File: src/dcache_params.svh
`ifndef DCACHE_PARAMS_SVH
`define DCACHE_PARAMS_SVH

//////////////////////////////////////////////////
// cache geometry
//////////////////////////////////////////////////

// set number bits, 16 sets
`define DC_INDEX_W 4

// word-in-line bits, 4 words per line
`define DC_OFFSET_W 2

// one full line as the memory returns it
`define DC_LINE_W (32 * (1 << `DC_OFFSET_W))

`endif

File: src/dcache_addr_pkg.sv
`include "dcache_params.svh"

package dcache_addr_pkg;

    // tag is what remains above index, word offset and byte bits
    localparam int DC_TAG_W = 32 - `DC_INDEX_W - `DC_OFFSET_W - 2;

    typedef logic [DC_TAG_W-1:0] dc_tag_t;

    typedef logic [`DC_INDEX_W-1:0] dc_index_t;

    typedef logic [`DC_OFFSET_W-1:0] dc_offset_t;

    typedef logic [31:0] dc_word_t;

    // one enable per byte lane
    typedef logic [3:0] dc_strb_t;

    typedef logic [`DC_LINE_W-1:0] dc_line_t;

endpackage

File: src/dcache_ctrl_pkg.sv
package dcache_ctrl_pkg;

    // controller states
    // refill doubles as the response cycle after any memory transaction
    typedef enum logic [2:0] {
        idle_lookup,
        miss_req,
        miss_wait,
        refill,
        wr_req,
        wr_wait
    } dc_state_t;

    // two ways, so one bit names a way
    typedef logic dc_way_t;

endpackage

File: src/dcache_ctrl.sv
`timescale 1ns/1ps
`include "dcache_params.svh"

module dcache_ctrl
    import dcache_addr_pkg::*;
    import dcache_ctrl_pkg::*;
(
    input  logic       clk,
    input  logic       rst,
    input  logic       req_valid,
    input  logic       buf_full,
    input  logic       buf_we,
    input  logic       hit,
    input  dc_way_t    hit_way,
    input  dc_way_t    victim,
    input  logic       mem_addr_ok,
    input  logic       mem_data_ok,
    input  dc_line_t   mem_rline,
    input  dc_offset_t buf_offset,
    output logic       req_ready,
    output logic       buf_load,
    output logic       resp_valid,
    output logic       mem_req,
    output logic       mem_wr,
    output logic       tag_we,
    output logic       word_we,
    output logic       line_we,
    output logic       lru_touch,
    output dc_way_t    sel_way,
    output dc_word_t   refill_word
);

    dc_state_t state;
    dc_state_t next_state;
    logic      lookup;
    logic      rd_hit;
    logic      miss_done;

    //////////////////////////////////////////////////
    // decode of the current cycle
    //////////////////////////////////////////////////

    assign lookup = (state == idle_lookup) && buf_full;
    assign rd_hit = lookup && hit && !buf_we;

    // line arrives, possibly in the same cycle as the address handshake
    assign miss_done = mem_data_ok &&
                       ((state == miss_wait) || ((state == miss_req) && mem_addr_ok));

    always_comb begin
        next_state = state;
        case (state)
            idle_lookup: begin
                if (lookup) begin
                    if (buf_we) begin
                        next_state = wr_req;
                    end else if (!hit) begin
                        next_state = miss_req;
                    end
                end
            end
            miss_req: begin
                if (mem_addr_ok) begin
                    next_state = mem_data_ok ? refill : miss_wait;
                end
            end
            miss_wait: begin
                if (mem_data_ok) begin
                    next_state = refill;
                end
            end
            wr_req: begin
                if (mem_addr_ok) begin
                    next_state = mem_data_ok ? refill : wr_wait;
                end
            end
            wr_wait: begin
                if (mem_data_ok) begin
                    next_state = refill;
                end
            end
            refill: begin
                next_state = idle_lookup;
            end
            default: begin
                next_state = idle_lookup;
            end
        endcase
    end

    always_ff @(posedge clk) begin
        if (rst) begin
            state <= idle_lookup;
        end else begin
            state <= next_state;
        end
    end

    // requested word kept for the response cycle
    always_ff @(posedge clk) begin
        if (miss_done) begin
            refill_word <= mem_rline[32*buf_offset +: 32];
        end
    end

    //////////////////////////////////////////////////
    // outputs
    //////////////////////////////////////////////////

    // a read hit keeps the pipe open, anything else closes it until the response
    assign req_ready  = ((state == idle_lookup) && (!buf_full || rd_hit)) || (state == refill);
    assign buf_load   = req_valid && req_ready;
    assign resp_valid = rd_hit || (state == refill);

    assign mem_req = (state == miss_req) || (state == wr_req);
    assign mem_wr  = (state == wr_req);

    // write hit merges into the array, a write miss allocates nothing
    assign word_we   = lookup && buf_we && hit;
    assign line_we   = miss_done;
    assign tag_we    = miss_done;
    assign lru_touch = (lookup && hit) || miss_done;
    assign sel_way   = (state == idle_lookup) ? hit_way : victim;

endmodule

File: config.mk
export PLATFORM = sky130hd
export DESIGN_NAME = dcache_ctrl
export DESIGN_NICKNAME = d
export VERILOG_FILES = /design/src/dcache_addr_pkg.sv /design/src/dcache_ctrl_pkg.sv /design/src/dcache_ctrl.sv
export VERILOG_INCLUDE_DIRS = /design/src /design/src/src
export SDC_FILE = /design/constraint.sdc
export NUM_CORES = 1
export LEC_CHECK = 0
export BUFFER_PORTS_ARGS = -buffer_cell sky130_fd_sc_hd__buf_2
export CORE_UTILIZATION = 38
export DETAILED_ROUTE_END_ITERATION = 7
export HOLD_SLACK_MARGIN = 0.05
export PLACE_DENSITY = 0.76
export SYNTH_ARGS = -nofsm -noshare
export SYNTH_HDL_FRONTEND = slang
export SYNTH_SLANG_ARGS = --single-unit
export TNS_END_PERCENT = 50
File: constraint.sdc
create_clock -name clk -period 2.93 [get_ports clk]
set_clock_uncertainty 0.05 [all_clocks]
set_input_delay 0.1465 -clock clk [delete_from_list [all_inputs] [get_ports clk]]
set_output_delay 0.1465 -clock clk [all_outputs]
set_load 0.1 [all_outputs]
# Word level (Yosys, flattened, before mapping)
# Cells that the tools add are included.
[classes] eq_ne=10 n_shift=1 n_mux=10 reduce_logical=20
[op_table] operator="$shiftx 128x8->32" n=1
[op_table] operator="$mux 3" n=7
[op_table] operator="$pmux 3 s4" n=1
[op_table] operator="$logic_and 1x1->1" n=9
[op_table] operator="$eq 3x2->1 const B" n=2
[op_table] operator="$eq 3x3->1 const B" n=2
[op_table] operator="$logic_or 1x1->1" n=6
[op_table] operator="$ne 2x2->1 const B" n=3
[op_table] operator="$reduce_and 5->1" n=1
[op_table] operator="$eq 3x1->1 const B" n=1
[op_table] operator="$logic_not 3->1" n=1
[op_table] operator="$ne 3x3->1 const B" n=1
[op_table] operator="$logic_not 1->1" n=2
[op_table] operator="$mux 1" n=2
[op_table] operator="$ne 2x1->1 const B" n=1
[op_table] operator="$reduce_or 2->1" n=1
[word_totals] ff_bits=35 inputBits=140

# Logic depth before layout (Yosys ltp)
# Gate-level depths: netlist of the first run.
[depth] depth_word=8 ltp_mapped=6 ltp_nobuf=4

# Worst setup path before layout of the first run
# Ideal clock, no wire load.
[synth_timing] path_kind="register to output" from="register state[0]" to="output lru_touch" arrival_ns=4.107 required_ns=2.734 slack_ns=-1.374 stages_incl_launch_ff=6 n_path_buf=1 cell_sequence="dfxtp_1 buf_4 and2b_1 a21oi_1 nor3b_2 a31o_1"
[synth_between] elab_chain_len=5
[synth_lines] element="start, declared" line="dcache_ctrl.sv:33" source="dc_state_t state;"
[synth_lines] element="start signal, assigned" line="dcache_ctrl.sv:93" source="state <= idle_lookup;"
[synth_lines] element="start signal, assigned" line="dcache_ctrl.sv:95" source="state <= next_state;"
[synth_lines] element="$eq 3x1->1" line="dcache_ctrl.sv:48" source="((state == miss_wait) || ((state == miss_req) && mem_addr_ok));"
[synth_lines] element="$logic_and 1x1->1" line="dcache_ctrl.sv:48"
[synth_lines] element="$logic_or 1x1->1 *" line="dcache_ctrl.sv:48"
[synth_lines] element="$logic_and 1x1->1 *" line="dcache_ctrl.sv:47" source="assign miss_done = mem_data_ok &&"
[synth_lines] element="via line_we" line="dcache_ctrl.sv:27" source="output logic line_we,"
[synth_lines] element="$logic_or 1x1->1 *" line="dcache_ctrl.sv:122" source="assign lru_touch = (lookup && hit) || miss_done;"
[synth_lines] element="end, declared" line="dcache_ctrl.sv:28" source="output logic lru_touch,"
# Mark *: on every way through the listed nets, which the timed path passes. The rest lies on a longest branch.

# Worst setup path in the final report of the first run
[layout_timing] from="register state[1]" to="output lru_touch"
[layout_between] elab_chain_len=5
[layout_lines] element="$eq 3x1->1" line="dcache_ctrl.sv:48"
[layout_lines] element="$logic_and 1x1->1" line="dcache_ctrl.sv:48"
[layout_lines] element="$logic_or 1x1->1" line="dcache_ctrl.sv:48"
[layout_lines] element="$logic_and 1x1->1" line="dcache_ctrl.sv:47"
[layout_lines] element="$logic_or 1x1->1 *" line="dcache_ctrl.sv:122"
# Every way passes the cells marked *; elsewhere a longest branch is shown, timed or not.

==> results of run 1 <==
synth_stat cells, drive strengths merged:
cell type,number
o22ai,1
nor2b,2
and2,1
a21o,1
nor3b,2
and4,1
nand2,2
edfxtp,32
maj3,1
dfxtp,3
xnor2,1
a31o,1
a21boi,1
a21oi,5
or3b,1
o211a,1
nor2,6
buf,12
mux2,2
a211o,1
o2bb2ai,1
nand3,2
nand2b,3
mux4,32
nor3,4
nand3b,1
and2b,1
a221oi,1
worst max-delay path by stage:
| stage | from | endpoint | cells past startpoint |
|---|---|---|---|
| final | state[1]$_SDFFE_PP0P_ | lru_touch | 6 |
| after global routing | state[1]$_SDFFE_PP0P_ | lru_touch | 6 |
| after CTS | state[1]$_SDFFE_PP0P_ | lru_touch | 6 |
| after detailed placement | state[1]$_SDFFE_PP0P_ | lru_touch | 6 |
| after global placement | state[1]$_SDFFE_PP0P_ | lru_touch | 6 |
| after floorplan | state[0]$_SDFFE_PP0P_ | lru_touch | 5 |
kinds of logic (layout without fill, tap and decap cells):
kind of cell	count (synthesis)	after routing	share of synthesized area (%)
mux	34	34	35.3
fa+ha+maj	1	1	0.534
buf+inv	12	193	3.56
compound gates	13	13	4.51
simple gates	26	26	7.25
flops	35	35	48.5
xor+xnor	1	1	0.416
power breakdown:
group	switching (uW)	leakage, uW	internal, uW
Clock	169	0.0000556	249
Sequential	64.3	0.000315	646
Combinational	982	0.00106	306
registers in the layout (all words and copies together), names as in the netlist:
name	flops
state	3
refill_word	32
area by class of cell:
cell class / count / area [um^2]
Clock inverter: 3 / 38.8
Multi-Input combinational cell: 75 / 1020
Fill cell: 468 / 2060
Sequential cell: 35 / 1020
Clock buffer: 5 / 68.8
Timing Repair Buffer: 185 / 938
Tap cell: 70 / 87.6
metrics by stage:
step                std cells  hold slack, ns  area, um^2  setup TNS (ns)  power [uW]
global route              373           0.177        3180               0        2520
finish                    373           0.191        3180               0        2420
detailed placement        364           0.322        3060               0        2010
CTS                       373           0.181        3180               0        2440
floorplan                 122           0.166        2120           -1.15        1790
global placement          364           0.328        3060               0        2000
layer usage:
metal / global-route usage, % / vias up
li1: - / 879
met4: 9.04 / 0
met1: 24.4 / 907
met3: 5.99 / 14
met5: 0 / -
met2: 37.5 / 106
worst reg2reg max path: stages, from the launching register on:
cell,delay (ns)
dfxtp_1,0.57
nor2b_1,0.21
a21oi_2,0.06
nor3b_4,0.19
buf_4,0.30
==> flow_metrics.tcl, run 1 <==
set metrics [dict create \
    status "finished clean" \
    crit_fanout 15 \
    slew-limit-headroom_pct 51.1 \
    path_cells "nor2b_1 -> a21oi_2 -> nor3b_4 -> buf_4 -> a31o_1 -> buf_2" \
    die_area_mm2 0.00585 \
    reg2reg_from "state[1]$_SDFFE_PP0P_" \
    clkTransAtPathRegs_ns 0.07 \
    hpwl_um 4830 \
    arrival_ns 2.11 \
    synthCells 122 \
    vdd_drop_max_v 0.000394 \
    leakagePower_uw 0.00143 \
    slew_violations 0 \
    die_x_um 76.5 \
    critPathKind "register to output pin" \
    cts_tree "done" \
    highest_layer "met4" \
    wl_met2_um 3160 \
    synth_warnings 0 \
    final_cell_mix "buf_2 (181), mux4_2 (32), edfxtp_1 (32), nor2_1 (6), clkbuf_8 (5)" \
    hold_path.class "input pin to register" \
    area_growth_pct 50.8 \
    slowest_delay_ns 0.57 \
    holdPathStages 2 \
    yosys.area.top_type "edfxtp_1" \
    io_buffers 181 \
    fmax_mhz 434 \
    tightest_slew_ns 0.733 \
    viasPerCell 5.11 \
    gr-usage-all-layers_pct 21.4 \
    core_mm2 0.00524 \
    period_needed_ns 2.31 \
    synthTopCellsByArea "edfxtp_1 (46%), mux4_2 (34%), dfxtp_1 (2.9%)" \
    die_height_um 76.5 \
    maxCapViolCount 0 \
    crit_required_ns 2.73 \
    drt-total-wl_um 5910 \
    hold_start "mem_rline[6]" \
    grt_pass1_vias 2007 \
    htree_levels 2 \
    postCtsSetupBuffers 0 \
    holdPathEnd "refill_word[6]$_DFFE_PP_" \
    num_rows 26 \
    cts.sinks 35 \
    drc_errors 0 \
    diodes 0 \
    grt_max_degree 33 \
    yosysSeqAreaShare_pct 48.5 \
    fin_nets 442 \
    r2r_setup_slack_ns 1.23 \
    ant_nets 0 \
    synth.avg_cell_area_um2 17.3 \
    numCtsBuffers 5 \
    root_buffer "clkbuf_8" \
    gp_congestion 0.792 \
    final-hold-violation-count 0 \
    hold_buffers 1 \
    mostFrequentLayoutCell "buf_2" \
    wirelength_met1_um 2210 \
    clock_latency_ns 0.28 \
    regToRegEndpoint "refill_word[8]$_DFFE_PP_" \
    crit_buf_inv 2 \
    start_util_pct 40.2 \
    syn-num-nets 262 \
    drtIter0Drc 99 \
    synth_cell_types 34 \
    crit_slowest_cell "dfxtp_1" \
    netlist_area_mm2 0.00211 \
    yosys.area.top_type_share_pct 45.6 \
    grt_first_pass_wirelength_um 9460 \
    antenna_found_initial 0 \
    grt_setup_unrepaired "no" \
    cts_buffer_depth 2 \
    place_worst_setup_slack_ns 0.927 \
    wl_per_cell_um 15.9 \
    r2r_cells 4 \
    setup_viol 0 \
    wl_met3_um 408 \
    drive_gt1_share_pct 75.9 \
    power_density_mw_per_mm2 761 \
    start_kind "register" \
    cp_top_family "buffers and inverters" \
    period_share_pct 78.7 \
    final_util_pct 60.7 \
    end_kind "output pin" \
    via_count 1906 \
    io_pins 182 \
    ctsResizeCount 0 \
    fin_ws_ns 0.624 \
    synth-seq-cells 35 \
    grt_overflow 0 \
    dr.pass1.iters 4 \
]
(Power assumes the default switching activity.)
==> run 2: changes to the inputs <==
ABC_AREA = 1   (was default)
CORE_UTILIZATION = 39   (was 38)
PLACE_DENSITY = 0.77   (was 0.76)
clock period = 2.35 ns   (was 2.93 ns; I/O delays follow)
==> run 2 against run 1 <==
Compared with the run above:
- final area is 1.9% higher
- total power rose by 40%
- largest cell class is now multi-input combinational cells
- sequential power up 29%
- core utilization rose by 1.2 points
- sequential share of layout area is 0.65 points lower
==> flow_metrics.tcl, run 2 <==
set metrics [dict create \
    status "finished clean" \
    drive_gt1_share_pct 46.1 \
    end_kind "output pin" \
    fill_cells 487 \
    grt_max_degree 65 \
    yosys.area.top_type "edfxtp_1" \
    hold_path.class "input pin to register" \
    hpwl_um 5040 \
    grt_overflow 0 \
    postCtsSetupBuffers 0 \
    final-hold-violation-count 0 \
    start_kind "register" \
    leakagePower_uw 0.00154 \
    synth.avg_cell_area_um2 7.89 \
    grt_first_pass_wirelength_um 11100 \
    clock_latency_ns 0.27 \
    vdd_drop_max_v 0.00103 \
    ctsResizeCount 0 \
    gp_congestion 0.844 \
    period_share_pct 82.3 \
    power_density_mw_per_mm2 1050 \
    slew_violations 0 \
    report.power.total_uw 3390 \
    synth-seq-cells 35 \
    critPathKind "register to output pin" \
    async_reset_ff_share_pct 0 \
    largest_register_ffs 32 \
    fmax_mhz 517 \
    io_pins 182 \
    synthTopCellsByArea "edfxtp_1 (44%), o21ai_0 (15%), nor2_1 (12%)" \
    die_area_mm2 0.00591 \
    yosys.area.top_type_share_pct 44.0 \
    slew-limit-headroom_pct 38.3 \
    htree_levels 2 \
    wl_per_cell_um 13.2 \
    syn-num-nets 417 \
    yosysSeqAreaShare_pct 46.7 \
    synthCells 277 \
    via_count 2646 \
    grt_pass1_vias 2572 \
    area_growth_pct 48.2 \
    arrival_ns 1.77 \
    grt_setup_unrepaired "no" \
    synth_cell_types 24 \
    crit_required_ns 2.18 \
    die_height_um 76.8 \
    yosys-top-cells-count "nor2_1 (70), o21ai_0 (64), o22ai_1 (33)" \
    viasPerCell 5.12 \
    yosys_most_used_dff "edfxtp_1" \
    reg_top3 "refill_word (32), state (3)" \
    numCtsBuffers 5 \
    mostFrequentLayoutCell "buf_2" \
    num_rows 26 \
    largest-register "refill_word" \
    setup_tns_ns 0 \
    cts.sinks 35 \
    start_util_pct 41.7 \
    final_cell_mix "buf_2 (179), nor2_1 (70), o21ai_0 (64), o22ai_1 (32), edfxtp_1 (32)" \
    ant_nets 0 \
    multiInputGateArea_mm2 0.00103 \
    die_x_um 76.8 \
    fin_nets 587 \
    synth-edff-count 32 \
    netlist_area_mm2 0.00218 \
    synth.most_common_cell "nor2_1" \
    io_buffers 181 \
    root_buffer "clkbuf_8" \
    setup_viol 0 \
    dr.pass1.iters 4 \
    core_mm2 0.00524 \
    clkTransAtPathRegs_ns 0.06 \
    synth_warnings 0 \
    diodes 0 \
    regArea_mm2 0.00102 \
    drt-total-wl_um 6830 \
    antenna_found_initial 0 \
    drtIter0Drc 112 \
    period_needed_ns 1.93 \
    drc_errors 0 \
    tightest_slew_ns 0.924 \
    gr-usage-all-layers_pct 23.2 \
    cts_tree "done" \
    cts_buffer_depth 2 \
    hold_buffers 0 \
    crit_fanout 33 \
    maxCapViolCount 0 \
]
run 2: area by class of cell:
| class | instances | area share (%) |
|---|---|---|
| inverters | 14 | 1.62 |
| clock buffers | 5 | 2.13 |
| clock inverters | 2 | 0.270 |
| well taps | 70 | 2.70 |
| repair buffers | 184 | 30.0 |
| multi-input cells | 207 | 31.8 |
| flip-flops and latches | 35 | 31.5 |
run 2: cells by family after synthesis:
group                  after synthesis  share of synthesized area, %
multiplexers                         1                         0.515
buffers and inverters               35                          6.82
flip-flops                          35                          46.7
AO/OA/AOI/OAI                      104                          26.0
AND/OR/NAND/NOR                    102                          19.9
run 2: per-layer routing:
layer | part of all wire (%) | track usage (%)
met5 | 0 | 0
met4 | 1.0 | 6.54
met3 | 8.6 | 5.00
met2 | 51 | 43.8
met1 | 39 | 26.0
run 2: power breakdown:
part           switching (uW)  leakage, uW  internal [uW]  total [uW]
registers                75.1     0.000318            838         913
clock network             192    0.0000414            197         389
logic                    1640      0.00118            443        2090
total                    1910      0.00154           1480        3390
run 2: worst paths after layout:
kind                              start  cells past startpoint                         to  slack [ns]
hold reg to reg   state[2]$_SDFFE_PP0P_                      4      state[2]$_SDFFE_PP0P_        0.62
setup reg to reg  state[0]$_SDFFE_PP0P_                      3  refill_word[13]$_DFFE_PP_        0.71
setup / recovery  state[0]$_SDFFE_PP0P_                      4                    line_we        0.42
hold / removal                      rst                      4      state[0]$_SDFFE_PP0P_        0.07
run 2: stage by stage:
stage	utilization (%)	hold WS, ns	cells	area [um^2]	setup slack, ns
2_1_floorplan	-	0.235	277	2200	-0.0423
3_3_place_gp	60.3	0.346	510	3160	0.745
3_5_place_dp	60.3	0.345	510	3160	0.701
6_report	61.8	0.0673	517	3240	0.416
4_1_cts	61.8	0.0555	517	3240	0.396
5_1_grt	61.8	0.0693	517	3240	0.312
run 2: worst max-delay path: stages, from the launching register on:
cell     delay, ns
dfxtp_1       0.52
nand4_1       0.27
o22ai_4       0.24
buf_12        0.25
buf_12        0.20
==> run 3: changes to the inputs <==
ABC_AREA = 0   (was 1)
CORE_UTILIZATION = 38   (was 39)
PLACE_DENSITY = 0.76   (was 0.77)
clock period = 1.94 ns   (was 2.35 ns; I/O delays follow)
==> run 3 against run 2 <==
Compared with the run above:
- setup slack got worse by 0.34 ns
- combinational power barely moved
- sequential power rose by 15%
- via count fell by 29%
- final area rose by 0.73%
- routed wire length fell by 15%
- sequential share of layout area barely moved
- global-route usage fell by 2.5 points
- critical path depth rose by 1
- final cell count fell by 27%
- first-iteration DRC count fell by 61%
- core utilization rose by 0.45 points
- critical path type unchanged
- critical endpoint unchanged
==> flow_metrics.tcl, run 3 (synthesized netlist as in run 1, its figures left out) <==
set metrics [dict create \
    final_cell_mix "buf_2 (177), mux4_2 (32), edfxtp_1 (32), nor2_1 (6), buf_12 (6)" \
    root_buffer "clkbuf_8" \
    clock_latency_ns 0.28 \
    critPathKind "register to output pin" \
    grt_max_degree 33 \
    largest-register "refill_word" \
    num_rows 26 \
    area_growth_pct 54.8 \
    grt_setup_unrepaired "no" \
    arrival_ns 1.71 \
    setup_viol 0 \
    reg_top3 "refill_word (32), state (3)" \
    status "finished clean" \
    period_share_pct 95.8 \
    antenna_found_initial 0 \
    via_count 1873 \
    cp_top_family "simple AND/OR/NAND/NOR gates" \
    final-hold-violation-count 0 \
    crit_required_ns 1.79 \
    dr.pass1.iters 4 \
    gr-usage-all-layers_pct 20.7 \
    cts_buffer_depth 2 \
    grt_first_pass_wirelength_um 9180 \
    fin_ws_ns 0.0810 \
    slowest_delay_ns 0.39 \
    cts.sinks 35 \
    path_cells "and2b_1 -> a21oi_2 -> nor3b_4 -> buf_12 -> buf_12" \
    start_util_pct 40.2 \
    period_needed_ns 1.86 \
    core_mm2 0.00524 \
    grt_pass1_vias 1925 \
    drt-total-wl_um 5810 \
    clkTransAtPathRegs_ns 0.07 \
    drtIter0Drc 44 \
    hold-worst-slack_ns 0.154 \
    htree_levels 2 \
    die_area_mm2 0.00585 \
    mostFrequentLayoutCell "buf_2" \
    power_density_mw_per_mm2 1110 \
    cell_internal_pwr_uw 1780 \
    switching_share_pct 50.8 \
    cts_tree "done" \
    end_kind "output pin" \
    power.switching_uw 1840 \
    gp_congestion 0.830 \
    hpwl_um 4870 \
    drive_gt1_share_pct 76.4 \
    hold_path.class "input pin to register" \
    io_pins 182 \
    largest_register_ffs 32 \
    tightest_slew_ns 0.515 \
    diodes 0 \
    place_worst_setup_slack_ns 0.169 \
    p_clk_share_pct 13.6 \
    fin_nets 444 \
    slew_violations 0 \
    fmax_mhz 538 \
    start_kind "register" \
    leakagePower_uw 0.00145 \
    io_buffers 181 \
    drc_errors 0 \
    crit_buf_inv 2 \
    combPwrFrac_pct 57.3 \
    maxCapViolCount 0 \
    grt_overflow 0 \
    p_seq_share_pct 29.1 \
    path_common_cell "buf_12" \
    post_dp_cell_area_mm2 0.00316 \
    crit_slowest_cell "dfxtp_4" \
    vdd_drop_max_v 0.000724 \
    ant_nets 0 \
    die_x_um 76.5 \
    viasPerCell 4.99 \
    setup_tns_ns 0 \
    crit_fanout 21 \
    numCtsBuffers 5 \
    wl_per_cell_um 15.5 \
    final_util_pct 62.3 \
    design_area_mm2 0.00326 \
    die_height_um 76.5 \
    slew-limit-headroom_pct 65.9 \
]
-- run 3: cell types whose count changed in the layout (fill, tap and decap cells not counted), moves of 4 or more --
| cell | delta |
|---|---|
| inv_1 | -10 |
| inv_2 | -4 |
| mux4_2 | +32 |
| nand2_1 | -14 |
| nand2_2 | -5 |
| nor2_1 | -64 |
| o21ai_0 | -64 |
| o21ai_1 | -4 |
| o22ai_1 | -31 |
-- run 3: power groups by stage --
stage          combinational, uW  clock, uW  sequential, uW
3_3_place_gp                2060          0            1060
3_5_place_dp                2080          0            1060
2_1_floorplan               1030          0            1680
4_1_cts                     2080        506            1050
5_1_grt                     2150        536            1070
6_report                    2070        492            1050
-- run 3: cell type report --
| class | instances | area [um^2] |
|---|---|---|
| fillers | 430 | 1980 |
| repair buffers | 187 | 1040 |
| flip-flops and latches | 35 | 1030 |
| multi-input cells | 75 | 1030 |
| well taps | 70 | 87.6 |
| clock buffers | 7 | 76.3 |
| clock inverters | 1 | 5.00 |
-- run 3: worst paths after layout --
path / slack [ns] / end / cells past startpoint / start
max: 0.08 / line_we / 5 / state[1]$_SDFFE_PP0P_
min: 0.15 / refill_word[5]$_DFFE_PP_ / 2 / mem_rline[69]
max reg2reg: 0.29 / refill_word[31]$_DFFE_PP_ / 4 / state[1]$_SDFFE_PP0P_
min reg2reg: 0.50 / state[2]$_SDFFE_PP0P_ / 1 / state[2]$_SDFFE_PP0P_
-- run 3: metal layers --
| metal | track usage (%) | share of wire, % | wire length (um) | vias up |
|---|---|---|---|---|
| met1 | 24.5 | 40 | 2310 | 890 |
| met2 | 36.5 | 53 | 3060 | 91 |
| met5 | 0 | 0 | 0 | - |
| met3 | 4.79 | 5.9 | 343 | 9 |
| met4 | 7.88 | 1.7 | 99 | 0 |
| li1 | - | - | - | 883 |
-- run 3: per-stage QoR --
stage | total power (uW) | std cells
floorplan | 2710 | 122
global placement | 3120 | 366
detailed placement | 3140 | 366
CTS | 3630 | 375
global route | 3750 | 375
finish | 3620 | 375
-- run 3: repair_timing --
| item | in CTS | in global routing |
|---|---|---|
| hold endpoints to repair | 1 | 0 |
| setup buffers | 0 | 0 |
| gates resized for setup | 1 | 3 |
| hold buffers | 1 | 0 |
| setup endpoints to repair | 4 | 4 |
